==> src/include/chip_config.svh <==
// Chip subsystem configuration macros
// GPIO width, reset hold time, address map and register offsets
`ifndef CHIP_CONFIG_SVH
`define CHIP_CONFIG_SVH

// Pads: [11:4] outputs to LEDs, [3:0] switch inputs
`define CHIP_GPIO_WIDTH 12

// Cycles of system reset after the synchronised lock is seen
`define CHIP_RST_HOLD_CYCLES 16

// Address map, target selected by address bits 11:8
`define CHIP_PRCI_BASE 12'h000
`define CHIP_GPIO_BASE 12'h100

// Register offsets, decoded on address bits 3:2
`define CHIP_PRCI_STATUS 12'h000
`define CHIP_PRCI_CTRL   12'h004
`define CHIP_GPIO_IN     12'h000
`define CHIP_GPIO_OUT    12'h004
`define CHIP_GPIO_DIR    12'h008

`endif

==> src/hdl/chip_pkg.sv <==
// Shared types of the chip subsystem
// Bus address and data, GPIO vector, reset counter, PRCI states
`include "chip_config.svh"

package chip_pkg;

  // Byte address on the host and APB side
  typedef logic [11:0] bus_addr_t;

  // Register data
  typedef logic [31:0] bus_data_t;

  // One bit per pad
  typedef logic [`CHIP_GPIO_WIDTH-1:0] gpio_vec_t;

  // Number of completed reset sequences
  typedef logic [7:0] reset_count_t;

  // Reset sequencer states
  typedef enum logic [1:0] {
    PRCI_POWER_ON,
    PRCI_WAIT_LOCK,
    PRCI_HOLD,
    PRCI_RUN
  } prci_state_e;

endpackage

==> src/hdl/apb_if.sv <==
// APB-style register bus without pready
// Master and slave modports

interface apb_if;
  import chip_pkg::*;

  logic      psel;
  logic      penable;
  logic      pwrite;
  bus_addr_t paddr;
  bus_data_t pwdata;
  bus_data_t prdata;

  modport master (
    output psel,
    output penable,
    output pwrite,
    output paddr,
    output pwdata,
    input  prdata
  );

  modport slave (
    input  psel,
    input  penable,
    input  pwrite,
    input  paddr,
    input  pwdata,
    output prdata
  );

endinterface

==> src/hdl/apb_gpio.sv <==
// GPIO register block
// OUT and DIR registers, two-flop input synchroniser, read mux
`include "chip_config.svh"

module apb_gpio (
  input  logic                i_clk,
  input  logic                i_sys_rst,
  input  chip_pkg::gpio_vec_t i_pad_in,
  output chip_pkg::gpio_vec_t o_pad_out,
  output chip_pkg::gpio_vec_t o_pad_dir,
  apb_if.slave                bus
);
  import chip_pkg::*;

  localparam bus_addr_t OFS_IN = `CHIP_GPIO_IN;
  localparam bus_addr_t OFS_OUT = `CHIP_GPIO_OUT;
  localparam bus_addr_t OFS_DIR = `CHIP_GPIO_DIR;

  gpio_vec_t in_meta;
  gpio_vec_t in_sync;
  logic      bus_wr;

  assign bus_wr = bus.psel && bus.penable && bus.pwrite;

  // Writes land at the end of the access cycle
  always_ff @(posedge i_clk) begin
    if (i_sys_rst) begin
      o_pad_out <= '0;
      o_pad_dir <= '0;
    end else if (bus_wr) begin
      if (bus.paddr[3:2] == OFS_OUT[3:2]) begin
        o_pad_out <= bus.pwdata[`CHIP_GPIO_WIDTH-1:0];
      end
      if (bus.paddr[3:2] == OFS_DIR[3:2]) begin
        o_pad_dir <= bus.pwdata[`CHIP_GPIO_WIDTH-1:0];
      end
    end
  end

  // Pads are asynchronous to the clock
  always_ff @(posedge i_clk) begin
    in_meta <= i_pad_in;
    in_sync <= in_meta;
  end

  always_comb begin
    if (bus.paddr[3:2] == OFS_IN[3:2]) begin
      bus.prdata = bus_data_t'(in_sync);
    end else if (bus.paddr[3:2] == OFS_OUT[3:2]) begin
      bus.prdata = bus_data_t'(o_pad_out);
    end else if (bus.paddr[3:2] == OFS_DIR[3:2]) begin
      bus.prdata = bus_data_t'(o_pad_dir);
    end else begin
      bus.prdata = '0;
    end
  end

endmodule

==> src/flat_wrapper.sv <==
// flat-port wrapper written by rule: the top's interface ports become plain ports
module apb_gpio_flat import chip_pkg::*;
  (i_clk, i_sys_rst, i_pad_in, o_pad_out, o_pad_dir, bus_psel, bus_penable, bus_pwrite, bus_paddr, bus_pwdata, bus_prdata);
  apb_if bus_i ();
  input  logic i_clk;
  input  logic i_sys_rst;
  input  chip_pkg::gpio_vec_t i_pad_in;
  output chip_pkg::gpio_vec_t o_pad_out;
  output chip_pkg::gpio_vec_t o_pad_dir;
  input wire logic [$bits(bus_i.psel)-1:0] bus_psel;
  input wire logic [$bits(bus_i.penable)-1:0] bus_penable;
  input wire logic [$bits(bus_i.pwrite)-1:0] bus_pwrite;
  input wire logic [$bits(bus_i.paddr)-1:0] bus_paddr;
  input wire logic [$bits(bus_i.pwdata)-1:0] bus_pwdata;
  output wire logic [$bits(bus_i.prdata)-1:0] bus_prdata;
  assign bus_i.psel = bus_psel;
  assign bus_i.penable = bus_penable;
  assign bus_i.pwrite = bus_pwrite;
  assign bus_i.paddr = bus_paddr;
  assign bus_i.pwdata = bus_pwdata;
  assign bus_prdata = bus_i.prdata;
  apb_gpio u_core (.i_clk(i_clk), .i_sys_rst(i_sys_rst), .i_pad_in(i_pad_in), .o_pad_out(o_pad_out), .o_pad_dir(o_pad_dir), .bus(bus_i));
endmodule
==> config.mk <==
export PLATFORM = sky130hd
export DESIGN_NAME = apb_gpio_flat
export DESIGN_NICKNAME = d
export VERILOG_FILES = /design/src/hdl/chip_pkg.sv /design/src/hdl/apb_if.sv /design/src/hdl/apb_gpio.sv /design/src/flat_wrapper.sv
export VERILOG_INCLUDE_DIRS = /design/src /design/src/include
export SDC_FILE = /design/constraint.sdc
export NUM_CORES = 1
export LEC_CHECK = 0
export BUFFER_PORTS_ARGS = -buffer_cell sky130_fd_sc_hd__buf_2
export CORE_ASPECT_RATIO = 1.4
export CORE_MARGIN = 3
export CORE_UTILIZATION = 45
export CTS_BUF_LIST = sky130_fd_sc_hd__clkbuf_16
export DETAILED_ROUTE_END_ITERATION = 8
export HOLD_SLACK_MARGIN = 0.05
export PLACE_DENSITY = 0.83
export SLEW_MARGIN = 30
export SYNTH_ARGS = -nofsm -noshare
export SYNTH_HDL_FRONTEND = slang
export SYNTH_SLANG_ARGS = --single-unit
==> constraint.sdc <==
create_clock -name i_clk -period 2.9 [get_ports i_clk]
set_input_delay 0.29 -clock i_clk [delete_from_list [all_inputs] [get_ports i_clk]]
set_output_delay 0.29 -clock i_clk [all_outputs]
set_load 0.05 [all_outputs]
==> impl_metrics.yaml <==
status:
  outcome: "finished, final reports clean"
sta:
  post-route-period-util: 0.605
  hold_violations: 0
  drv_slew: 0
  finalClockSkew_ps: 0.623
  fin_setup_tns_ps: 0
  timing.fmax_mhz: 570
  tightest_slew_ps: 561
  rsz0062_at_grt: "false"
  finalSetupViolations: 0
  fin_crit_ps: 1750
  max_slew_margin: 0.625
clock_network:
  root_buffer: "clkbuf_16"
  postCtsResizedCells: 0
  cts_tree: "built"
  ctsHoldBuffers: 0
  ctsHtreeMaxLevel: 2
  insertion_delay_ps: 270
  clkTransAtPathRegs_ps: 60
  cts_setup_buffers: 0
  numCtsBuffers: 5
  cts.sinks: 48
  clock_path_buffers: 2
hold_path:
  holdCritPathClass: "input pin to flip-flop"
  hold_path_depth: 1
grt:
  use_met3: 0.0404
  grt.met2_usage: 0.281
  grt_pass1_wl_mm: 5.84
  track_usage: 0.158
  grt-ovfl-total: 0
  grtUsageMet1: 0.174
  top_usage_layer: "met2"
  grt_max_degree: 37
  grt_pass1_vias: 1280
  antenna_found_initial: 0
routing:
  vias_per_cell: 4.69
  dr_total_vias: 1340
  wl_per_cell_microns: 13.1
  first_pass_iters: 4
  routed_wl_mm: 3.74
  ant_nets: 0
  drt-initial-drc-count: 32
  drc: 0
floorplanning:
  initial_utilization: 0.475
  die_height_microns: 82.7
  die_area_sq_um: 5030
  fp.dieW_microns: 60.8
  core_sq_um: 3990
  fp-row-count: 27
  io_pins: 117
synthesis:
  ys_seq_elements: 48
  synth_top_area_frac: 0.508
  ys_seq_area_frac: 0.508
  ys_top_cells_by_area: "dfxtp_1 51%, mux2i_1 19%, nand2b_1 12%"
  yosys_warnings: 0
  postSynthAreaPerCell_sq_um: 10.6
  synthesis.area_sq_um: 1890
  synthCells: 178
  synth_top_area_cell: "dfxtp_1"
  synth_cell_types: 13
finish:
  final_cell_mix: "66 x buf_2, 48 x dfxtp_1, 36 x mux2i_1, 36 x nand2b_1, 20 x conb_1"
  nNetsFinal: 303
  layout_commonest_cell: "buf_2"
  finalCoreUtilization: 0.577
  drive_gt1_frac: 0.309
  diodes: 0
  synthToLayoutAreaGrowth_pct: 21.4
pwr:
  power_density_nw_per_um2: 604
  p_leak_nw: 1.16
  peakVddDrop_uv: 419
placed_design:
  portBuffers: 66
  gp_routability_congestion: 0.679
  dpl.hpwl_mm: 2.70
critical_path:
  crit_arrival_ps: 1460
  criticalPathCategory: "input pin to output pin"
  startpoint_type: "input pin"
  cp.required_ps: 2610
  worstRegToRegCells: 2
  cp_max_fo: 14
  endpoint_kind: "output pin"
flow_run:
  max_cap_violations: 0
-- synth_stat cells (all sizes together) --
master  instances
nand2          12
nand2b         36
nor3b           1
nand4           1
dfxtp          48
nand3           1
nor2b           1
conb            1
o21ai          12
clkbuf          5
mux2i          36
buf            24
-- registers in the layout, summed over array words and instances (netlist names) --
register,cells
u_core.o_pad_out,12
u_core.o_pad_dir,12
u_core.in_sync,12
u_core.in_meta,12
-- layer usage --
metal / share of wire / up-vias
li1: - / 668
met1: 0.39 / 611
met2: 0.53 / 55
met3: 0.063 / 6
met4: 0.013 / 0
met5: 0 / -
-- worst paths after layout --
kind / start / endpoint / slack [ps]
setup / recovery: bus_paddr[2] / bus_prdata[2] / 1150
hold / removal: i_pad_in[9] / u_core.in_meta[9] / 110
setup reg to reg: u_core.o_pad_out[1] / u_core.o_pad_out[1] / 2270
hold reg to reg: u_core.in_meta[5] / u_core.in_sync[5] / 330
-- critical path, cell delays in order --
cell and delay (ps):
buf_2 250, nor2b_4 430, nand2_1 90, o21ai_0 100
buf_2 300
-- power by group --
group	switching (mW)	leakage, nW	internal [mW]	total, mW
registers	0.00701	0.396	0.682	0.689
logic	0.138	0.695	0.0454	0.183
clock network	0.207	0.0738	0.309	0.516
-- layout make-up --
class | count | area [sq um]
clock buffer | 5 | 125
clock inverter | 3 | 11.3
fill | 341 | 1690
multi-input combinational | 120 | 810
sequential | 48 | 961
tap | 43 | 53.8
timing repair buffer | 67 | 338
-- logic make-up after synthesis --
logic type	Yosys count	synth area share
flops	48	0.508
compound gates	12	0.0317
buf+inv	29	0.102
other cells	1	0.00198
mux	36	0.190
simple gates	52	0.166
-- metrics by stage --
stage | worst slack, ps | cell area, sq um | instances | hold WS, ps | power (mW)
after global routing | 1040 | 2300 | 286 | 101 | 1.45
after detailed placement | 915 | 2160 | 278 | 312 | 0.888
final | 1150 | 2300 | 286 | 111 | 1.39
after global placement | 914 | 2160 | 278 | 310 | 0.885
after CTS | 1110 | 2300 | 286 | 103 | 1.41
after floorplan | 685 | 1960 | 197 | 310 | 0.866
No activity file was read; power rests on OpenSTA's default activity.
