$ cat config.mk
export PLATFORM = sky130hd
export DESIGN_NAME = host_apb_bridge_flat
export DESIGN_NICKNAME = d
export VERILOG_FILES = /design/src/hdl/chip_pkg.sv /design/src/hdl/apb_if.sv /design/src/hdl/host_apb_bridge.sv /design/src/flat_wrapper.sv
export VERILOG_INCLUDE_DIRS = /design/src /design/src/include
export SDC_FILE = /design/constraint.sdc
export NUM_CORES = 1
export LEC_CHECK = 0
export ABC_AREA = 0
export CAP_MARGIN = 20
export CORE_AREA = 2 2 93 95
export CTS_BUF_LIST = sky130_fd_sc_hd__clkbuf_8
export DETAILED_ROUTE_END_ITERATION = 7
export DIE_AREA = 0 0 95 97
export DONT_BUFFER_PORTS = 1
export SKIP_LAST_GASP = 1
export SYNTH_ARGS = -nofsm -noshare
export SYNTH_HDL_FRONTEND = slang
export SYNTH_SLANG_ARGS = --single-unit
$ cat constraint.sdc
create_clock -name i_clk -period 5.38 [get_ports i_clk]
set_clock_uncertainty 0.05 [all_clocks]
set_input_delay 0.538 -clock i_clk [delete_from_list [all_inputs] [get_ports i_clk]]
set_output_delay 0.538 -clock i_clk [all_outputs]
set_load 0.05 [all_outputs]
$ cat src/include/chip_config.svh
// Chip subsystem configuration macros
// GPIO width, reset hold time, address map and register offsets
`ifndef CHIP_CONFIG_SVH
`define CHIP_CONFIG_SVH

// Pads: [11:4] outputs to LEDs, [3:0] switch inputs
`define CHIP_GPIO_WIDTH 12

// Cycles of system reset after the synchronised lock is seen
`define CHIP_RST_HOLD_CYCLES 16

// Address map, target selected by address bits 11:8
`define CHIP_PRCI_BASE 12'h000
`define CHIP_GPIO_BASE 12'h100

// Register offsets, decoded on address bits 3:2
`define CHIP_PRCI_STATUS 12'h000
`define CHIP_PRCI_CTRL   12'h004
`define CHIP_GPIO_IN     12'h000
`define CHIP_GPIO_OUT    12'h004
`define CHIP_GPIO_DIR    12'h008

`endif

$ cat src/hdl/chip_pkg.sv
// Shared types of the chip subsystem
// Bus address and data, GPIO vector, reset counter, PRCI states
`include "chip_config.svh"

package chip_pkg;

  // Byte address on the host and APB side
  typedef logic [11:0] bus_addr_t;

  // Register data
  typedef logic [31:0] bus_data_t;

  // One bit per pad
  typedef logic [`CHIP_GPIO_WIDTH-1:0] gpio_vec_t;

  // Number of completed reset sequences
  typedef logic [7:0] reset_count_t;

  // Reset sequencer states
  typedef enum logic [1:0] {
    PRCI_POWER_ON,
    PRCI_WAIT_LOCK,
    PRCI_HOLD,
    PRCI_RUN
  } prci_state_e;

endpackage

$ cat src/hdl/apb_if.sv
// APB-style register bus without pready
// Master and slave modports

interface apb_if;
  import chip_pkg::*;

  logic      psel;
  logic      penable;
  logic      pwrite;
  bus_addr_t paddr;
  bus_data_t pwdata;
  bus_data_t prdata;

  modport master (
    output psel,
    output penable,
    output pwrite,
    output paddr,
    output pwdata,
    input  prdata
  );

  modport slave (
    input  psel,
    input  penable,
    input  pwrite,
    input  paddr,
    input  pwdata,
    output prdata
  );

endinterface

$ cat src/hdl/host_apb_bridge.sv
// Host strobe to APB-style bridge
// Setup/access/respond sequencer, target decode and acknowledge
`include "chip_config.svh"

module host_apb_bridge (
  input  logic                i_clk,
  input  logic                i_reset,
  input  logic                i_req,
  input  logic                i_write,
  input  chip_pkg::bus_addr_t i_addr,
  input  chip_pkg::bus_data_t i_wdata,
  output logic                o_ack,
  output chip_pkg::bus_data_t o_rdata,
  output logic                o_err,
  apb_if.master               prci_bus,
  apb_if.master               gpio_bus
);
  import chip_pkg::*;

  typedef enum logic [1:0] {
    PH_IDLE,
    PH_SETUP,
    PH_ACCESS,
    PH_RESPOND
  } phase_e;

  typedef enum logic [1:0] {
    TGT_NONE,
    TGT_PRCI,
    TGT_GPIO
  } target_e;

  localparam bus_addr_t PRCI_BASE = `CHIP_PRCI_BASE;
  localparam bus_addr_t GPIO_BASE = `CHIP_GPIO_BASE;

  phase_e    phase;
  target_e   target;
  target_e   target_dec;
  logic      req_write;
  bus_addr_t req_addr;
  bus_data_t req_wdata;
  logic      bus_active;
  bus_data_t sel_rdata;

  // Decode once, on the incoming request
  always_comb begin
    if (i_addr[11:8] == PRCI_BASE[11:8]) begin
      target_dec = TGT_PRCI;
    end else if (i_addr[11:8] == GPIO_BASE[11:8]) begin
      target_dec = TGT_GPIO;
    end else begin
      target_dec = TGT_NONE;
    end
  end

  always_ff @(posedge i_clk) begin
    if (i_reset) begin
      phase  <= PH_IDLE;
      target <= TGT_NONE;
      o_err  <= 1'b0;
    end else begin
      unique case (phase)
        PH_IDLE: begin
          // Requests are only taken when idle
          if (i_req) begin
            phase  <= PH_SETUP;
            target <= target_dec;
          end
        end
        PH_SETUP: begin
          phase <= PH_ACCESS;
        end
        PH_ACCESS: begin
          phase <= PH_RESPOND;
          o_err <= (target == TGT_NONE);
        end
        PH_RESPOND: begin
          phase <= PH_IDLE;
          o_err <= 1'b0;
        end
      endcase
    end
  end

  // Request payload and response data
  always_ff @(posedge i_clk) begin
    if (phase == PH_IDLE && i_req) begin
      req_write <= i_write;
      req_addr  <= i_addr;
      req_wdata <= i_wdata;
    end
    if (phase == PH_ACCESS) begin
      o_rdata <= req_write ? '0 : sel_rdata;
    end
  end

  always_comb begin
    unique case (target)
      TGT_PRCI: sel_rdata = prci_bus.prdata;
      TGT_GPIO: sel_rdata = gpio_bus.prdata;
      default:  sel_rdata = '0;
    endcase
  end

  assign o_ack      = (phase == PH_RESPOND);
  assign bus_active = (phase == PH_SETUP) || (phase == PH_ACCESS);

  // Only the selected bus sees psel and penable
  assign prci_bus.psel    = bus_active && (target == TGT_PRCI);
  assign prci_bus.penable = (phase == PH_ACCESS) && (target == TGT_PRCI);
  assign prci_bus.pwrite  = req_write;
  assign prci_bus.paddr   = req_addr;
  assign prci_bus.pwdata  = req_wdata;

  assign gpio_bus.psel    = bus_active && (target == TGT_GPIO);
  assign gpio_bus.penable = (phase == PH_ACCESS) && (target == TGT_GPIO);
  assign gpio_bus.pwrite  = req_write;
  assign gpio_bus.paddr   = req_addr;
  assign gpio_bus.pwdata  = req_wdata;

endmodule

$ cat src/flat_wrapper.sv
// flat-port wrapper written by rule: the top's interface ports become plain ports
module host_apb_bridge_flat import chip_pkg::*;
  (i_clk, i_reset, i_req, i_write, i_addr, i_wdata, o_ack, o_rdata, o_err, prci_bus_psel, prci_bus_penable, prci_bus_pwrite, prci_bus_paddr, prci_bus_pwdata, prci_bus_prdata, gpio_bus_psel, gpio_bus_penable, gpio_bus_pwrite, gpio_bus_paddr, gpio_bus_pwdata, gpio_bus_prdata);
  apb_if prci_bus_i ();
  apb_if gpio_bus_i ();
  input  logic i_clk;
  input  logic i_reset;
  input  logic i_req;
  input  logic i_write;
  input  chip_pkg::bus_addr_t i_addr;
  input  chip_pkg::bus_data_t i_wdata;
  output logic o_ack;
  output chip_pkg::bus_data_t o_rdata;
  output logic o_err;
  output wire logic [$bits(prci_bus_i.psel)-1:0] prci_bus_psel;
  output wire logic [$bits(prci_bus_i.penable)-1:0] prci_bus_penable;
  output wire logic [$bits(prci_bus_i.pwrite)-1:0] prci_bus_pwrite;
  output wire logic [$bits(prci_bus_i.paddr)-1:0] prci_bus_paddr;
  output wire logic [$bits(prci_bus_i.pwdata)-1:0] prci_bus_pwdata;
  input wire logic [$bits(prci_bus_i.prdata)-1:0] prci_bus_prdata;
  output wire logic [$bits(gpio_bus_i.psel)-1:0] gpio_bus_psel;
  output wire logic [$bits(gpio_bus_i.penable)-1:0] gpio_bus_penable;
  output wire logic [$bits(gpio_bus_i.pwrite)-1:0] gpio_bus_pwrite;
  output wire logic [$bits(gpio_bus_i.paddr)-1:0] gpio_bus_paddr;
  output wire logic [$bits(gpio_bus_i.pwdata)-1:0] gpio_bus_pwdata;
  input wire logic [$bits(gpio_bus_i.prdata)-1:0] gpio_bus_prdata;
  assign prci_bus_psel = prci_bus_i.psel;
  assign prci_bus_penable = prci_bus_i.penable;
  assign prci_bus_pwrite = prci_bus_i.pwrite;
  assign prci_bus_paddr = prci_bus_i.paddr;
  assign prci_bus_pwdata = prci_bus_i.pwdata;
  assign prci_bus_i.prdata = prci_bus_prdata;
  assign gpio_bus_psel = gpio_bus_i.psel;
  assign gpio_bus_penable = gpio_bus_i.penable;
  assign gpio_bus_pwrite = gpio_bus_i.pwrite;
  assign gpio_bus_paddr = gpio_bus_i.paddr;
  assign gpio_bus_pwdata = gpio_bus_i.pwdata;
  assign gpio_bus_i.prdata = gpio_bus_prdata;
  host_apb_bridge u_core (.i_clk(i_clk), .i_reset(i_reset), .i_req(i_req), .i_write(i_write), .i_addr(i_addr), .i_wdata(i_wdata), .o_ack(o_ack), .o_rdata(o_rdata), .o_err(o_err), .prci_bus(prci_bus_i), .gpio_bus(gpio_bus_i));
endmodule
==> results.sh, run 1 <==
export IMPL_status="complete, no violations"
export IMPL_grt_overflow=0
export IMPL_vias=1717
export IMPL_antenna_cells=0
export IMPL_setup_viol=0
export IMPL_drive_gt1_share_pct=10.1
export IMPL_first_global_vias=1718
export IMPL_fin_setup_tns_ps=0
export IMPL_period_needed_ps=2660
export IMPL_drt_initial_drc_count=71
export IMPL_power_leakage_uw=0.00104
export IMPL_hpwlAfterDp_mm=4.95
export IMPL_gp_congestion=0.733
export IMPL_rows=33
export IMPL_worst_ep_arrival_time_ps=2070
export IMPL_initial_core_util_pct=42.3
export IMPL_worst_ep_required_time_ps=4790
export IMPL_post_cts_buffers=0
export IMPL_io_buffers=0
export IMPL_fin_nets=314
export IMPL_cap_violations=0
export IMPL_cts_sinks=82
export IMPL_clockBufferDepth=2
export IMPL_ys_warn_count=0
export IMPL_final_cell_mix="77 x edfxtp_1, 35 x nor2_1, 32 x a22oi_1"
export IMPL_hold_path_class="primary input to flop"
export IMPL_ys_seq_area_share_pct=70.2
export IMPL_route_detailed_drc=0
export IMPL_crit_fanout=36
export IMPL_dieWidth_um=95
export IMPL_fmax_mhz=376
export IMPL_start_kind="flop"
export IMPL_crit_path_end_kind="output pin"
export IMPL_slew_headroom_pct=31.1
export IMPL_rsz0062_at_grt="false"
export IMPL_wl_mm=6.75
export IMPL_hold_viol_final=0
export IMPL_slew_violations=0
export IMPL_synth_cell_types=18
export IMPL_cts_tree="built"
export IMPL_syn_instance_count=235
export IMPL_ys_ff_latch=82
export IMPL_gr_usage_all_layers_pct=14.6
export IMPL_h_tree_depth=3
export IMPL_cts_resized=0
export IMPL_grt_max_degree=47
export IMPL_grt_pass1_wl_mm=9.85
export IMPL_core_sq_um=8130
export IMPL_root_buffer="clkbuf_8"
export IMPL_syn_nets=355
export IMPL_antenna_found_initial=0
export IMPL_ant_nets=0
export IMPL_fp_dieArea_sq_um=9220
export IMPL_period_share_pct=49.5
export IMPL_clk_pin_slew_ps=80
export IMPL_layout_commonest_cell="edfxtp_1"
export IMPL_synth_area_per_cell_sq_um=14.6
export IMPL_whs_ps=206
export IMPL_fin_util_pct=42.1
export IMPL_dieHeight_um=97
export IMPL_synth_area_sq_um=3440
export IMPL_insertion_delay_ps=340
export IMPL_hold_buffers=0
export IMPL_dr_pass1_iters=4
export IMPL_worstMarginPinSlew_ps=1030
export IMPL_io_pins=240
export IMPL_wire_per_inst_um=22.3
export IMPL_cts_buffers=9
export IMPL_vias_per_cell=5.67
export IMPL_synthToLayoutAreaGrowth_pct=-0.327
export IMPL_peakVddDrop_mv=0.296
export IMPL_power_per_cell_area_nw_per_um2=662
export IMPL_crit_type="flop to output pin"
==> synthesized netlist by cell type, drive strengths merged <==
master	n	area, sq um
nor3	1	5.00
nor4	1	6.26
inv	5	18.8
mux2i	2	20.0
a211oi	1	7.51
ha	8	100
dfxtp	5	100
and2	5	31.3
a22oi	32	240
edfxtp	77	2310
a21oi	1	5.00
nor2	35	131
o21ai	2	10.0
nand2b	2	12.5
buf	55	425
nand2	3	11.3
==> through the flow <==
stage	std cells	worst slack, ps	instance area, sq um	total power [uW]
after floorplan	235	2930	3440	1790
after global placement	287	2930	3160	1760
after detailed placement	287	2870	3160	1760
after CTS	302	2470	3400	2290
after global routing	303	2530	3430	2350
final	303	2720	3430	2270
==> layout make-up <==
cell class / instances / area, sq um
Fill cell: 765 / 4710
Inverter: 5 / 18.8
Timing Repair Buffer: 3 / 40.0
Multi-Input combinational cell: 93 / 584
Clock buffer: 9 / 124
Clock inverter: 6 / 115
Tap cell: 105 / 131
Sequential cell: 82 / 2410
==> flip-flops by register name, summed over array words and instances (netlist names) <==
| name | flops |
|---|---|
| u_core.o_err | 1 |
| u_core.o_rdata | 32 |
| u_core.gpio_bus.pwdata | 32 |
| u_core.phase | 2 |
| u_core.gpio_bus.paddr | 12 |
| u_core.target | 2 |
| u_core.gpio_bus.pwrite | 1 |
==> worst max-delay path, stage by stage (launching register included) <==
cell	delay, ps
dfxtp_1	330
inv_1	100
ha_2	740
and2_1	550
==> routing by layer <==
| layer | track usage, % | up-vias | part of all wire (%) |
|---|---|---|---|
| met5 | 0 | - | 0 |
| met1 | 16.5 | 864 | 38 |
| li1 | - | 718 | - |
| met3 | 7.09 | 16 | 8.1 |
| met2 | 23.7 | 119 | 52 |
| met4 | 5.46 | 0 | 1.9 |
==> kinds of logic after synthesis <==
group / share of synthesized area [%]
muxes: 0.582
and+or+nand+nor: 5.75
buffers and inverters: 12.9
AOI/OAI and AO/OA: 7.64
adders and majority gates: 2.91
DFF: 70.2
==> final timing paths <==
kind / startpoint / end / slack [ps] / cells after the start
min: i_reset / u_core.phase[0]$_SDFFE_PP0P_ / 210 / 1
min reg2reg: u_core.target[0]$_SDFFE_PP0P_ / u_core.target[0]$_SDFFE_PP0P_ / 420 / 2
max: u_core.phase[0]$_SDFFE_PP0P_ / gpio_bus_penable / 2720 / 3
max reg2reg: u_core.gpio_bus.pwrite$_DFFE_PP_ / u_core.o_rdata[4]$_SDFFCE_PP0P_ / 3400 / 3
==> where the power goes <==
| group | switching, uW | internal, uW |
|---|---|---|
| Sequential | 713 | 880 |
| Clock | 218 | 308 |
| Combinational | 117 | 32.7 |
No activity file was read; power rests on OpenSTA's default activity.
==> run 2: changes to the inputs <==
Clock period 5.38 ns to 2.6 ns, I/O delays scaled along.
==> run 2 against run 1 <==
Compared with the run above:
- register-to-register slack lost 2500 ps
- final cell count grew 17%
- critical endpoint is now gpio_bus_psel
- worst setup slack lost 2200 ps
- largest cell class unchanged
==> results.sh, run 2 (synthesis gave the netlist of run 1 again) <==
export IMPL_status="complete, no violations"
export IMPL_hpwlAfterDp_mm=5.13
export IMPL_gp_congestion=0.752
export IMPL_slew_headroom_pct=36.9
export IMPL_drive_gt1_share_pct=9.68
export IMPL_period_share_pct=78.2
export IMPL_crit_fanout=32
export IMPL_reg2reg_to="u_core.gpio_bus.pwdata[14]$_DFFE_PP_"
export IMPL_grt_pass1_wl_mm=10.7
export IMPL_wire_per_inst_um=21.2
export IMPL_clockBufferDepth=2
export IMPL_wl_mm=7.47
export IMPL_worstHoldStart="i_reset"
export IMPL_h_tree_depth=3
export IMPL_worst_ep_arrival_time_ps=1720
export IMPL_drt_initial_drc_count=90
export IMPL_total_power_uw=4680
export IMPL_setup_viol=0
export IMPL_hold_viol_final=0
export IMPL_worst_ep_required_time_ps=2290
export IMPL_io_buffers=0
export IMPL_final_cells=353
export IMPL_layout_commonest_cell="edfxtp_1"
export IMPL_r2r_slack_ps=920
export IMPL_dieWidth_um=95
export IMPL_root_buffer="clkbuf_8"
export IMPL_cap_violations=0
export IMPL_slew_violations=0
export IMPL_cts_resized=0
export IMPL_vias_per_cell=5.27
export IMPL_fillers=722
export IMPL_rsz0062_at_grt="false"
export IMPL_route_detailed_drc=0
export IMPL_synthToLayoutAreaGrowth_pct=12.7
export IMPL_initial_core_util_pct=42.3
export IMPL_fin_nets=364
export IMPL_clk_pin_slew_ps=80
export IMPL_vias=1860
export IMPL_io_pins=240
export IMPL_antenna_found_initial=0
export IMPL_dr_pass1_iters=6
export IMPL_r2r_start="u_core.phase[0]$_SDFFE_PP0P_"
export IMPL_worstMarginPinSlew_ps=949
export IMPL_cts_tree="built"
export IMPL_cts_buffers=9
export IMPL_antenna_cells=0
export IMPL_hold_path_class="primary input to flop"
export IMPL_ant_nets=0
export IMPL_fin_setup_tns_ps=0
export IMPL_crit_path_end_kind="output pin"
export IMPL_gr_usage_all_layers_pct=16.1
export IMPL_grt_overflow=0
export IMPL_ff2ff_path_depth=4
export IMPL_final_cell_mix="77 x edfxtp_1, 46 x dlygate4sd3_1, 35 x nor2_1"
export IMPL_dp_cells=292
export IMPL_fp_dieArea_sq_um=9220
export IMPL_core_sq_um=8130
export IMPL_hold_depth=3
export IMPL_peakVddDrop_mv=0.723
export IMPL_crit_type="flop to output pin"
export IMPL_insertion_delay_ps=330
export IMPL_min_to="u_core.target[1]$_SDFFE_PP0P_"
export IMPL_rows=33
export IMPL_dieHeight_um=97
export IMPL_cts_sinks=82
export IMPL_fmax_mhz=492
export IMPL_period_needed_ps=2030
export IMPL_grt_max_degree=47
export IMPL_power_per_cell_area_nw_per_um2=1210
export IMPL_power_leakage_uw=0.00124
export IMPL_start_kind="flop"
export IMPL_first_global_vias=1875
-- run 2: cell types whose count changed in the layout (fill, tap and decap cells not counted) --
cell and change:
clkbuf_16 -1, buf_4 +5, clkinv_2 +1, bufinv_16 -1, dlygate4sd3_1 +46
-- run 2: worst max-delay path by stage --
stage	startpoint	to	slack, ps
after detailed placement	u_core.target[0]$_SDFFE_PP0P_	gpio_bus_psel	930
after global placement	u_core.target[0]$_SDFFE_PP0P_	gpio_bus_psel	950
after global routing	u_core.target[0]$_SDFFE_PP0P_	gpio_bus_psel	430
after CTS	u_core.target[0]$_SDFFE_PP0P_	gpio_bus_psel	530
after floorplan	u_core.phase[0]$_SDFFE_PP0P_	gpio_bus_penable	420
final	u_core.target[0]$_SDFFE_PP0P_	gpio_bus_psel	570
-- run 2: area by class of cell --
class                           instances  area (sq um)  area share [%]
Tap cell                              105           131            3.39
Multi-Input combinational cell         93           584            15.1
Inverter                                5          18.8           0.484
Clock buffer                            9           124            3.20
Clock inverter                          6          90.1            2.33
Timing Repair Buffer                   53           513            13.2
Sequential cell                        82          2410            62.3
-- run 2: what timing repair did --
| action | CTS | global route |
|---|---|---|
| buffers inserted | 0 | 0 |
| hold buffers | 46 | 0 |
| endpoints found under the hold margin | 50 | 0 |
-- run 2: routing by layer --
metal	track usage [%]	vias up	share of wire, %	wire [um]
met3	5.14	12	6.5	486
li1	-	823	-	-
met4	7.13	0	1.5	113
met1	18.2	903	38	2820
met2	27.4	122	54	4050
met5	0	-	0	0
-- run 2: power by group --
group / internal [uW] / total [uW] / leakage [uW] / switching, uW
clock network: 539 / 991 / 0.000106 / 452
registers: 1810 / 3240 / 0.000769 / 1420
logic: 131 / 447 / 0.000362 / 316
total: 2480 / 4680 / 0.00124 / 2190
-- run 2: metrics by stage --
step                hold WS (ps)  utilization, %  worst slack [ps]  area (sq um)
floorplan                    282               -               423          3440
global placement             284            39.3               945          3200
detailed placement           288            39.3               930          3200
CTS                         24.4            47.6               535          3870
global route                49.6            47.6               430          3870
finish                      51.9            47.6               567          3870
-- run 2: worst max-delay path, stage by stage, from the launching register on --
cell,delay [ps]
dfxtp_1,330
inv_1,100
ha_1,150
buf_4,290
and2_1,490
