### src/include/chip_config.svh
// Chip subsystem configuration macros
// GPIO width, reset hold time, address map and register offsets
`ifndef CHIP_CONFIG_SVH
`define CHIP_CONFIG_SVH

// Pads: [11:4] outputs to LEDs, [3:0] switch inputs
`define CHIP_GPIO_WIDTH 12

// Cycles of system reset after the synchronised lock is seen
`define CHIP_RST_HOLD_CYCLES 16

// Address map, target selected by address bits 11:8
`define CHIP_PRCI_BASE 12'h000
`define CHIP_GPIO_BASE 12'h100

// Register offsets, decoded on address bits 3:2
`define CHIP_PRCI_STATUS 12'h000
`define CHIP_PRCI_CTRL   12'h004
`define CHIP_GPIO_IN     12'h000
`define CHIP_GPIO_OUT    12'h004
`define CHIP_GPIO_DIR    12'h008

`endif

### src/hdl/chip_pkg.sv
// Shared types of the chip subsystem
// Bus address and data, GPIO vector, reset counter, PRCI states
`include "chip_config.svh"

package chip_pkg;

  // Byte address on the host and APB side
  typedef logic [11:0] bus_addr_t;

  // Register data
  typedef logic [31:0] bus_data_t;

  // One bit per pad
  typedef logic [`CHIP_GPIO_WIDTH-1:0] gpio_vec_t;

  // Number of completed reset sequences
  typedef logic [7:0] reset_count_t;

  // Reset sequencer states
  typedef enum logic [1:0] {
    PRCI_POWER_ON,
    PRCI_WAIT_LOCK,
    PRCI_HOLD,
    PRCI_RUN
  } prci_state_e;

endpackage

### src/hdl/apb_if.sv
// APB-style register bus without pready
// Master and slave modports

interface apb_if;
  import chip_pkg::*;

  logic      psel;
  logic      penable;
  logic      pwrite;
  bus_addr_t paddr;
  bus_data_t pwdata;
  bus_data_t prdata;

  modport master (
    output psel,
    output penable,
    output pwrite,
    output paddr,
    output pwdata,
    input  prdata
  );

  modport slave (
    input  psel,
    input  penable,
    input  pwrite,
    input  paddr,
    input  pwdata,
    output prdata
  );

endinterface

### src/hdl/apb_prci.sv
// Reset and clock control
// Lock synchroniser, reset sequencer FSM, soft reset, status registers
`include "chip_config.svh"

module apb_prci (
  input  logic i_clk,
  input  logic i_reset,
  input  logic i_pll_locked,
  output logic o_sys_rst,
  apb_if.slave bus
);
  import chip_pkg::*;

  localparam int HOLD_W = $clog2(`CHIP_RST_HOLD_CYCLES + 1);
  localparam int HOLD_LAST = `CHIP_RST_HOLD_CYCLES - 1;
  localparam bus_addr_t OFS_STATUS = `CHIP_PRCI_STATUS;
  localparam bus_addr_t OFS_CTRL = `CHIP_PRCI_CTRL;

  prci_state_e       state;
  logic [HOLD_W-1:0] hold_cnt;
  reset_count_t      reset_count;
  logic              lock_meta;
  logic              lock_sync;
  logic              bus_wr;
  logic              soft_req;
  bus_data_t         status;

  // Two-flop synchroniser for the PLL lock
  always_ff @(posedge i_clk) begin
    if (i_reset) begin
      lock_meta <= 1'b0;
      lock_sync <= 1'b0;
    end else begin
      lock_meta <= i_pll_locked;
      lock_sync <= lock_meta;
    end
  end

  assign bus_wr = bus.psel && bus.penable && bus.pwrite;
  assign soft_req = bus_wr && (bus.paddr[3:2] == OFS_CTRL[3:2]) && bus.pwdata[0];

  always_ff @(posedge i_clk) begin
    if (i_reset) begin
      state       <= PRCI_POWER_ON;
      hold_cnt    <= '0;
      reset_count <= '0;
    end else begin
      unique case (state)
        PRCI_POWER_ON: begin
          state <= PRCI_WAIT_LOCK;
        end
        PRCI_WAIT_LOCK: begin
          if (lock_sync) begin
            state    <= PRCI_HOLD;
            hold_cnt <= '0;
          end
        end
        PRCI_HOLD: begin
          if (!lock_sync) begin
            state <= PRCI_WAIT_LOCK;
          end else if (soft_req) begin
            // Start the hold time again
            hold_cnt <= '0;
          end else if (hold_cnt == HOLD_W'(HOLD_LAST)) begin
            state       <= PRCI_RUN;
            reset_count <= reset_count + 1'b1;
          end else begin
            hold_cnt <= hold_cnt + 1'b1;
          end
        end
        PRCI_RUN: begin
          // Lock loss wins over a soft reset
          if (!lock_sync) begin
            state <= PRCI_WAIT_LOCK;
          end else if (soft_req) begin
            state    <= PRCI_HOLD;
            hold_cnt <= '0;
          end
        end
      endcase
    end
  end

  assign o_sys_rst = (state != PRCI_RUN);

  assign status = {16'h0000, reset_count, 6'b000000, o_sys_rst, lock_sync};

  // CTRL reads back as zero
  always_comb begin
    if (bus.paddr[3:2] == OFS_STATUS[3:2]) begin
      bus.prdata = status;
    end else begin
      bus.prdata = '0;
    end
  end

endmodule

### src/flat_wrapper.sv
// flat-port wrapper written by rule: the top's interface ports become plain ports
module apb_prci_flat import chip_pkg::*;
  (i_clk, i_reset, i_pll_locked, o_sys_rst, bus_psel, bus_penable, bus_pwrite, bus_paddr, bus_pwdata, bus_prdata);
  apb_if bus_i ();
  input  logic i_clk;
  input  logic i_reset;
  input  logic i_pll_locked;
  output logic o_sys_rst;
  input wire logic [$bits(bus_i.psel)-1:0] bus_psel;
  input wire logic [$bits(bus_i.penable)-1:0] bus_penable;
  input wire logic [$bits(bus_i.pwrite)-1:0] bus_pwrite;
  input wire logic [$bits(bus_i.paddr)-1:0] bus_paddr;
  input wire logic [$bits(bus_i.pwdata)-1:0] bus_pwdata;
  output wire logic [$bits(bus_i.prdata)-1:0] bus_prdata;
  assign bus_i.psel = bus_psel;
  assign bus_i.penable = bus_penable;
  assign bus_i.pwrite = bus_pwrite;
  assign bus_i.paddr = bus_paddr;
  assign bus_i.pwdata = bus_pwdata;
  assign bus_prdata = bus_i.prdata;
  apb_prci u_core (.i_clk(i_clk), .i_reset(i_reset), .i_pll_locked(i_pll_locked), .o_sys_rst(o_sys_rst), .bus(bus_i));
endmodule
### config.mk
export PLATFORM = sky130hd
export DESIGN_NAME = apb_prci_flat
export DESIGN_NICKNAME = d
export VERILOG_FILES = /design/src/hdl/chip_pkg.sv /design/src/hdl/apb_if.sv /design/src/hdl/apb_prci.sv /design/src/flat_wrapper.sv
export VERILOG_INCLUDE_DIRS = /design/src /design/src/include
export SDC_FILE = /design/constraint.sdc
export NUM_CORES = 1
export LEC_CHECK = 0
export ABC_AREA = 1
export BUFFER_PORTS_ARGS = -buffer_cell sky130_fd_sc_hd__buf_2
export CORE_MARGIN = 1.5
export CORE_UTILIZATION = 41
export DETAILED_ROUTE_END_ITERATION = 8
export PLACE_DENSITY_LB_ADDON = 0.12
export SYNTH_ARGS = -nofsm -noshare
export SYNTH_HDL_FRONTEND = slang
export SYNTH_SLANG_ARGS = --single-unit
### constraint.sdc
create_clock -name i_clk -period 1.79 [get_ports i_clk]
set_input_delay 0.0895 -clock i_clk [delete_from_list [all_inputs] [get_ports i_clk]]
set_output_delay 0.0895 -clock i_clk [all_outputs]
set_load 0.03 [all_outputs]
==> results of run 1 <==
[sequential cells by signal (all words and copies together) (netlist names)]
name,flops
u_core.lock_sync,1
u_core.hold_cnt,5
u_core.state,2
u_core.reset_count,8
u_core.lock_meta,1
[layer usage]
| metal | GRT usage | vias up | wire length, microns |
|---|---|---|---|
| li1 | - | 529 | - |
| met1 | 0.181 | 425 | 977 |
| met2 | 0.239 | 24 | 952 |
| met3 | 0.0207 | 2 | 84 |
| met4 | 0.0510 | 0 | 16 |
| met5 | 0 | - | 0 |
[final timing paths]
check                      from               endpoint  cells past startpoint
min                     i_reset        u_core.state[0]                      2
max reg2reg  u_core.hold_cnt[1]  u_core.reset_count[5]                      8
min reg2reg    u_core.lock_meta       u_core.lock_sync                      2
max          u_core.hold_cnt[1]  u_core.reset_count[5]                      8
[synth_stat cells]
cell type,number,share of area
clkbuf_1,1,0.0032
conb_1,1,0.0032
dfxtp_1,17,0.29
a21oi_2,1,0.0074
nand3b_2,1,0.0095
nand3_1,12,0.051
nand2_1,37,0.12
clkinv_1,1,0.0032
buf_4,22,0.14
nor2_1,18,0.057
ha_1,3,0.032
nand2_2,2,0.011
a21oi_1,7,0.030
nor3_1,2,0.0085
nand4_1,2,0.011
xor2_1,4,0.030
o21ai_0,1,0.0042
nor2_2,6,0.032
o21ai_1,2,0.0085
nand2_4,3,0.029
inv_4,1,0.0053
nor2_4,3,0.029
nor2_8,1,0.017
inv_2,1,0.0032
inv_1,23,0.073
[final cells by class]
type / count / area [sq um]
inverter: 26 / 100
multi-input combinational: 127 / 652
fill: 304 / 1480
tap: 31 / 38.8
clock buffer: 4 / 26.3
timing repair buffer: 22 / 120
sequential: 17 / 340
[what timing repair did]
item,CTS,global route
endpoints found under the setup margin,0,0
endpoints found under the hold margin,1,0
hold buffers,1,0
[critical path: cells and delay by family (launching register included)]
family,cells,cell delay (ns)
DFF,1,0.38
and+or+nand+nor,5,0.69
AOI/OAI and AO/OA,1,0.07
adders and majority gates,2,0.38
[through the flow]
stage	instance area (sq um)	std cells
CTS	1280	227
floorplan	1260	193
finish	1280	227
global placement	1240	222
global route	1280	227
detailed placement	1240	222
[where the power goes]
group | leakage, nW | internal, mW | switching [mW]
combinational | 0.473 | 0.0211 | 0.0967
clock | 0.0150 | 0.0864 | 0.120
sequential | 0.138 | 0.384 | 0.00443
total | 0.626 | 0.491 | 0.221
[logic make-up after synthesis]
family	count (synthesis)
and+or+nand+nor	87
buffers and inverters	49
DFF	17
AOI/OAI and AO/OA	11
xor gates and xnor gates	4
adders and majority gates	3
other	1
==> out/metrics.cfg, run 1 <==
[critical_path]
cp_slowest_cell = dfxtp_1
reg2reg_slack_ns = 0.15
cpPeakStageDelay_ns = 0.38
crit_required_ns = 1.96
path_cells = ha_1 -> nand2_1 -> nor2_1 -> ha_1 -> nand2_1 -> nand3b_2 -> nand2_1 -> a21oi_1
crit_path_start_kind = flop
path_max_fanout = 8
path_common_cell = nand2_1
end_kind = flop
crit_arrival_ns = 1.81
crit_type = reg -> reg

[synthesis]
yosysSeqAreaShare = 0.288
synth_warnings = 0
synth_top_family_by_area = simple AND/OR/NAND/NOR gates
synthAdderAreaFrac = 0.0317
synth.area.mux_share = 0
syn_inst = 172
synth_area_per_cell_sq_um = 6.87
synth_compound_area_frac = 0.0497
synth_cell_types = 25
synth_xor_area_frac = 0.0296
yosys.area_share.simple = 0.370
ys_ff_latch = 17
syn_area_sq_mm = 0.00118

[layout]
final_common_cell = nand2_1
finish.utilization = 0.463
area_growth_pct = 8.04
antenna_cells = 0
most-common-layout-cells = 37 x nand2_1, 23 x inv_1, 22 x conb_1, 19 x buf_2, 18 x nor2_1
drive_gt1_frac = 0.219
layout.nets = 250

[flow_run]
cap_violations = 0

[grt]
grt_use_total = 0.142
grt_pass1_wl_microns = 3670
grt_overflow_total = 0
grt_pass1_vias = 903
grt_max_degree = 15
antenna_found_initial = 0

[clock_network]
htreeDepth = 1
clk_pin_slew_ns = 0.10
cts_buffer_depth = 2
ctsResizeCount = 0
cts_tree = yes
root_buffer = clkbuf_4
clock_latency_ns = 0.28
cts_setup_buffers = 0
cts.sinks = 17
cts_made_buffers = 3

[routing]
wire_per_inst_microns = 8.94
viasPerCell = 4.32
drtPass1Iterations = 4
routed-via-count = 980
drc_errors = 0
dr.first_iter.drc_count = 22
ant_nets = 0
routed_wl_microns = 2030

[sta]
fin_tns_setup_ns = 0
hold_viol_final = 0
fin_skew_ns = 0.00259
setup_viol = 0
post-route-period-util = 0.917
report.final.slew_viol_count = 0
grt_setup_unrepaired = false
hold-worst-slack_ns = 0.146
fin_ws_ns = 0.149
fmax_mhz = 609
period_needed_ns = 1.64

[floorplanning]
die_w_microns = 56.7
die_h_microns = 56.7
boundaryPins = 83
row_count = 19
core_area_sq_mm = 0.00276
die-area_sq_mm = 0.00321
initial_core_util = 0.429

[placement]
pre_cts_ws_ns = 0.162
port_buffers = 19
dp_hpwl_microns = 1630
place.gp.congestion = 0.692

[power_and_ir_drop]
fin_total_pwr_uw = 712
leakagePower_nw = 0.626
power_density_mw_per_mm2 = 557
irDropWorstVdd_uv = 339

[min_path]
hp-class = in -> reg

[outcome]
status = finished clean

Power figures use the tool's default switching activity.
==> run 2: changes to the inputs <==
--- a/config.mk
+++ b/config.mk
@@ -7,8 +7,7 @@
 export NUM_CORES = 1
 export LEC_CHECK = 0
-export ABC_AREA = 1
 export BUFFER_PORTS_ARGS = -buffer_cell sky130_fd_sc_hd__buf_2
 export CORE_MARGIN = 1.5
-export CORE_UTILIZATION = 41
+export CORE_UTILIZATION = 39
 export DETAILED_ROUTE_END_ITERATION = 8
 export PLACE_DENSITY_LB_ADDON = 0.12
==> constraint.sdc (replaced) <==
create_clock -name i_clk -period 1.79 [get_ports i_clk]
set_input_delay 0.2685 -clock i_clk [delete_from_list [all_inputs] [get_ports i_clk]]
set_output_delay 0.2685 -clock i_clk [all_outputs]
set_load 0.03 [all_outputs]
==> run 2 against run 1 <==
  * The run now ends with setup timing left
  * Combinational power shrank 8%
  * Hold slack better by 0.027 ns
  * Utilization grew 4.6 points
  * Sequential power about the same
  * Count of clock-buffer cells in the layout is 1 lower
  * Area after synthesis is 12% lower
  * Die area decreased by 7.2%
  * Largest cell class unchanged
  * Largest power group unchanged
==> out/metrics.cfg, run 2 <==
[floorplanning]
core_area_sq_mm = 0.00250  ; -9.3%
die_w_microns = 54.6  ; -3.6%
row_count = 18  ; -1
die_h_microns = 54.6  ; -3.6%
die-area_sq_mm = 0.00298  ; -7.2%
boundaryPins = 83  ; unchanged
initial_core_util = 0.416  ; -0.0129

[routing]
routed-via-count = 865  ; -12%
dr.first_iter.drc_count = 12  ; -45%
top_layer = met4
viasPerCell = 4.86  ; +13%
routed_wl_microns = 1930  ; -4.8%
wire_per_inst_microns = 10.9  ; +21%
wl_met2_microns = 814  ; -14%
drc_errors = 0  ; unchanged
met1Wirelength_microns = 928  ; -5.0%
drtPass1Iterations = 4  ; unchanged
wl_met3_microns = 155  ; +85%
ant_nets = 0  ; unchanged

[clock_network]
clk_pin_slew_ns = 0.11  ; about the same
root_buffer = clkbuf_4
cts_tree = yes
clock_latency_ns = 0.29  ; about the same
cts_made_buffers = 3  ; unchanged
cts.sinks = 17  ; unchanged
htreeDepth = 1  ; unchanged
cts_buffer_depth = 2  ; unchanged

[sta]
hold_viol_final = 0  ; unchanged
fin_ws_ns = -0.0532  ; -0.202 ns
fin_tns_setup_ns = -0.101  ; -0.101 ns
fmax_mhz = 543  ; -11%
post-route-period-util = 1.03  ; +0.113
fin_skew_ns = 0.00366  ; +0.00107 ns
period_needed_ns = 1.84  ; +0.202 ns
grt_setup_unrepaired = true
report.final.slew_viol_count = 0  ; unchanged
setup_viol = 3  ; +3

[synthesis]
synth_warnings = 0  ; unchanged
synthTopCellsByCount = 22 x buf_4, 17 x dfxtp_1, 8 x and2_1, 7 x nor2_1, 5 x inv_1
synth_top_family_by_area = simple AND/OR/NAND/NOR gates
ys_ff_latch = 17  ; unchanged
synth_cell_types = 40  ; +60%
synth_top_cell_area_share = 0.327  ; +0.0395
yosys.area_share.simple = 0.266  ; -0.104
synth_enable_flop_cells = 0  ; unchanged
synth.area.mux_share = 0.0205  ; +0.0205
syn_area_sq_mm = 0.00104  ; -12%
synth_area_leaders = dfxtp_1 33%, buf_4 16%, and2_1 4.8%, ha_1 3.6%, nor2_1 2.5%
synth_top_cell_by_area = dfxtp_1
ys.flop_type = dfxtp_1
synth_compound_area_frac = 0.141  ; +0.0911
async_reset_ff_frac = 0  ; unchanged
yosysMostFrequentCell = buf_4
synth_xor_area_frac = 0.0253  ; -0.00436
synth_area_per_cell_sq_um = 9.04  ; +32%
syn_inst = 115  ; -33%
synthAdderAreaFrac = 0.0361  ; +0.00436
yosysSeqAreaShare = 0.327  ; +0.0395

[placement]
port_buffers = 19  ; unchanged
place.gp.congestion = 0.706  ; +2.0%
dpl_cell_area_sq_mm = 0.00118  ; -4.7%
dp_hpwl_microns = 1400  ; -14%

[grt]
antenna_found_initial = 0  ; unchanged
grt_use_total = 0.148  ; +0.00595
grt_max_degree = 15  ; unchanged
grt_pass1_wl_microns = 3100  ; -16%
grt_overflow_total = 0  ; unchanged
grt_pass1_vias = 728  ; -19%

[power_and_ir_drop]
leakagePower_nw = 0.593  ; -5.2%
power_density_mw_per_mm2 = 555  ; -0.39%
irDropWorstVdd_uv = 453  ; +34%

[layout]
layout.nets = 202  ; -19%
most-common-layout-cells = 22 x conb_1, 19 x buf_2, 15 x dfxtp_1, 11 x buf_4, 8 x and2_1
design_area_sq_mm = 0.00127  ; -0.39%
area_growth_pct = 22.4
finish.utilization = 0.509  ; +0.0458
regArea_sq_um = 343  ; +0.74%
drive_gt1_frac = 0.365  ; +0.145
largest_register_ffs = 8  ; unchanged
top_register = u_core.reset_count
top_regs = u_core.reset_count: 8 flops, u_core.hold_cnt: 5 flops, u_core.state: 2 flops
fillCellCount = 239  ; -21%
final_common_cell = conb_1
multi_input_area_sq_um = 657  ; +0.77%
antenna_cells = 0  ; unchanged

[critical_path]
reg2reg_slack_ns = -0.05  ; -0.20 ns
crit_required_ns = 2.02  ; +0.06 ns
crit_path_start_kind = flop
crit_arrival_ns = 2.07  ; +0.26 ns
path_max_fanout = 4  ; -4
crit_type = reg -> reg
end_kind = flop

[flow_run]
cap_violations = 0  ; unchanged

[outcome]
status = complete, but fails checks
violations = setup timing

[min_path]
hp-class = in -> reg

==> run 2: cell types whose count changed after synthesis, moves of 3 or more <==
cell and delta:
and2_1 +8, nor2_4 -3, or4_1 +3, nand2_1 -34, nand2_4 -3, inv_1 -18
nor2_2 -6, nor2_1 -11, a21oi_1 -3, nand3_1 -9, o31ai_1 +3
==> run 2: per-layer routing <==
metal  vias to the layer above  global-route usage
met5                         -                   0
met4                         0              0.0750
met3                         4              0.0301
met2                        41               0.234
met1                       390               0.188
li1                        430                   -
==> run 2: where the power goes <==
group          switching, mW  total [mW]  internal (mW)  leakage, nW
clock                  0.129       0.212         0.0831       0.0177
sequential           0.00423       0.386          0.382        0.139
combinational         0.0893       0.109         0.0194        0.437
==> run 2: worst max-delay path, cell delays in order (launching register included) <==
cell	delay, ns
dfxtp_2	0.37
ha_4	0.13
and3_4	0.19
ha_4	0.13
and4b_2	0.28
o21ai_4	0.09
or4_1	0.46
a21oi_1	0.13
==> run 2: logic make-up after synthesis <==
family	Yosys count
adders and majority gates	3
DFF	17
and+or+nand+nor	43
other	1
AOI/OAI and AO/OA	18
buffers and inverters	28
muxes	2
xor gates and xnor gates	3
==> run 2: repair_timing <==
item,4_1_cts,5_1_grt
hold buffers,0,0
gates resized for setup,0,8
gates cloned,0,0
pin swaps,4,5
endpoints found under the setup margin,4,4
setup buffers,0,3
==> run 2: worst paths after layout <==
check / cells after the start / endpoint / startpoint
worst min register to register: 1 / u_core.lock_sync / u_core.lock_meta
worst min-delay path: 2 / u_core.lock_meta / i_pll_locked
worst max-delay path: 7 / u_core.reset_count[5] / u_core.hold_cnt[1]
worst max register to register: 7 / u_core.reset_count[5] / u_core.hold_cnt[1]
==> run 2: stage by stage <==
step | cells | hold slack, ns | total power [mW] | setup WS [ns]
2_1_floorplan | 136 | 0.364 | 0.512 | -0.0243
3_3_place_gp | 171 | 0.423 | 0.499 | -0.0532
3_5_place_dp | 171 | 0.426 | 0.500 | -0.0774
4_1_cts | 175 | 0.164 | 0.709 | -0.118
5_1_grt | 178 | 0.173 | 0.732 | -0.115
6_report | 178 | 0.173 | 0.707 | -0.0532
==> run 2: cell type report <==
type                       count  share of cell area
multi-input combinational     91               0.516
sequential                    17               0.269
timing repair buffer          31               0.148
tap                           30              0.0295
clock buffer                   3              0.0177
inverter                       5              0.0147
clock inverter                 1             0.00393
==> run 3: changes to the inputs <==
- ABC_CLOCK_PERIOD_IN_PS: not set -> 1790
- SKIP_LAST_GASP: not set -> 1
==> run 3 against run 2 <==
  * The flow still finishes with violations (setup timing)
  * Critical path depth is 1 higher
  * Non-clock buffer count is the same
  * Global-route usage stayed put
  * First-iteration DRC count decreased by 8.3%
  * Count of clock-buffer cells in the layout unchanged
  * Clock skew barely moved
  * Cell area did not move
  * Sequential cell count unchanged
  * Critical path type unchanged
==> out/metrics.cfg, run 3 (synthesis gave the netlist of run 2 again) <==
[outcome]
status = complete, but fails checks
violations = setup timing

[power_and_ir_drop]
power_density_mw_per_mm2 = 555  ; about the same
leakagePower_nw = 0.593  ; unchanged
irDropWorstVdd_uv = 453  ; unchanged

[grt]
grt_pass1_wl_microns = 3100  ; unchanged
antenna_found_initial = 0  ; unchanged
top_usage_layer = met2
grt_max_degree = 15  ; unchanged
grtUsageMet2 = 0.234  ; unchanged
grt_pass1_vias = 728  ; unchanged
use_met1 = 0.188  ; unchanged
grt_use_total = 0.148  ; unchanged
grt.met3_usage = 0.0301  ; unchanged
grt_overflow_total = 0  ; unchanged

[critical_path]
r2r_start = u_core.hold_cnt[1]
cp_slowest_cell = dfxtp_2
endpoint = u_core.reset_count[3]
path_depth = 8  ; +1
path_cells = ha_4 -> and3_4 -> ha_4 -> and4b_2 -> o21ai_4 -> buf_6 -> or3_4 -> a21oi_2
crit_required_ns = 2.03  ; about the same
reg2reg_to = u_core.reset_count[3]
end_kind = flop
crit_path_start_kind = flop
path_common_cell = ha_4
worst-path-buf-inv = 1  ; +1
worstRegToRegCells = 8  ; +1
reg2reg_slack_ns = -0.05  ; about the same
crit_arrival_ns = 2.08  ; about the same
crit_type = reg -> reg
cpPeakStageDelay_ns = 0.37  ; -0.09 ns
cp-startpoint = u_core.hold_cnt[1]
path_max_fanout = 5  ; +1
path_delay_family = simple AND/OR/NAND/NOR gates

[sta]
grt_setup_unrepaired = true
fmax_mhz = 542  ; about the same
fin_skew_ns = 0.00372  ; +0.0000600 ns
period_needed_ns = 1.84  ; +0.00168 ns
hold_viol_final = 0  ; unchanged
fin_ws_ns = -0.0549  ; -0.00168 ns
setup_viol = 3  ; unchanged
report.final.slew_viol_count = 0  ; unchanged
post-route-period-util = 1.03  ; about the same

[routing]
dr.first_iter.drc_count = 11  ; -1
drc_errors = 0  ; unchanged
drtPass1Iterations = 4  ; unchanged
wire_per_inst_microns = 10.9  ; unchanged
routed_wl_microns = 1930  ; unchanged
ant_nets = 0  ; unchanged
viasPerCell = 4.86  ; unchanged
routed-via-count = 865  ; unchanged

[placement]
port_buffers = 19  ; unchanged
dp_hpwl_microns = 1400  ; unchanged
pre_cts_ws_ns = -0.0774  ; unchanged
place.gp.congestion = 0.706  ; unchanged
placedCellCount = 171  ; unchanged

[clock_network]
root_buffer = clkbuf_4
clock_latency_ns = 0.29  ; about the same
cts.sinks = 17  ; unchanged
clk_pin_slew_ns = 0.11  ; about the same
cts_made_buffers = 3  ; unchanged
cts_tree = yes
htreeDepth = 1  ; unchanged
cts_hold_buf = 0  ; unchanged
cts_buffer_depth = 2  ; unchanged

[layout]
top_register = u_core.reset_count
drive_gt1_frac = 0.365  ; unchanged
final_common_cell = conb_1
top_regs = u_core.reset_count: 8 flops, u_core.hold_cnt: 5 flops, u_core.state: 2 flops
area_growth_pct = 22.4  ; unchanged
antenna_cells = 0  ; unchanged
fillCellCount = 239  ; unchanged
finish.utilization = 0.509  ; unchanged
largest_register_ffs = 8  ; unchanged
most-common-layout-cells = 22 x conb_1, 19 x buf_2, 15 x dfxtp_1, 11 x buf_4, 8 x and2_1
finalNonFillerCells = 178  ; unchanged
layout.nets = 202  ; unchanged

[floorplanning]
row_count = 18  ; unchanged
die-area_sq_mm = 0.00298  ; unchanged
boundaryPins = 83  ; unchanged
die_w_microns = 54.6  ; unchanged
initial_core_util = 0.416  ; unchanged
die_h_microns = 54.6  ; unchanged
core_area_sq_mm = 0.00250  ; unchanged

[flow_run]
cap_violations = 0  ; unchanged

[min_path]
hp-class = in -> reg

-- run 3: cell counts in the layout (fill, tap and decap cells not counted) --
Identical to the previous run, type by type.
-- run 3: how the worst min path moves through the flow --
stage / end / slack (ns) / depth (start not counted) / from
CTS: u_core.lock_meta / 0.16 / 2 / i_pll_locked
global placement: u_core.lock_sync / 0.42 / 1 / u_core.lock_meta
finish: u_core.lock_meta / 0.17 / 2 / i_pll_locked
detailed placement: u_core.lock_sync / 0.43 / 1 / u_core.lock_meta
floorplan: u_core.state[0] / 0.36 / 1 / i_reset
global route: u_core.lock_meta / 0.17 / 2 / i_pll_locked
-- run 3: per-layer routing --
layer	wire length (microns)	vias to the layer above	share of wire
met5	0	-	0
li1	-	430	-
met3	155	4	0.080
met1	929	390	0.48
met4	34	0	0.018
met2	814	41	0.42
-- run 3: per-stage QoR --
stage	power (mW)	area, sq um	TNS (ns)	hold WS [ns]
2_1_floorplan	0.512	1150	-0.0243	0.364
3_3_place_gp	0.499	1180	-0.0847	0.423
3_5_place_dp	0.500	1180	-0.174	0.426
4_1_cts	0.709	1210	-0.298	0.164
5_1_grt	0.732	1270	-0.514	0.173
6_report	0.707	1270	-0.139	0.173
-- run 3: final cells by class --
cell class | instances | area (sq um) | share of cell area
clock buffer | 3 | 22.5 | 0.0177
clock inverter | 1 | 5.00 | 0.00393
inverter | 5 | 18.8 | 0.0147
multi-input combinational | 91 | 657 | 0.516
sequential | 17 | 343 | 0.269
tap | 30 | 37.5 | 0.0295
timing repair buffer | 31 | 189 | 0.148
-- run 3: power breakdown --
group / total [mW] / switching, mW / internal, mW
registers: 0.386 / 0.00423 / 0.382
clock network: 0.212 / 0.128 / 0.0831
logic: 0.109 / 0.0893 / 0.0194
-- run 3: timing repair --
item	in CTS	in global routing
endpoints found under the setup margin	4	4
gates resized for setup	0	8
setup buffers	0	3
pin swaps	4	4
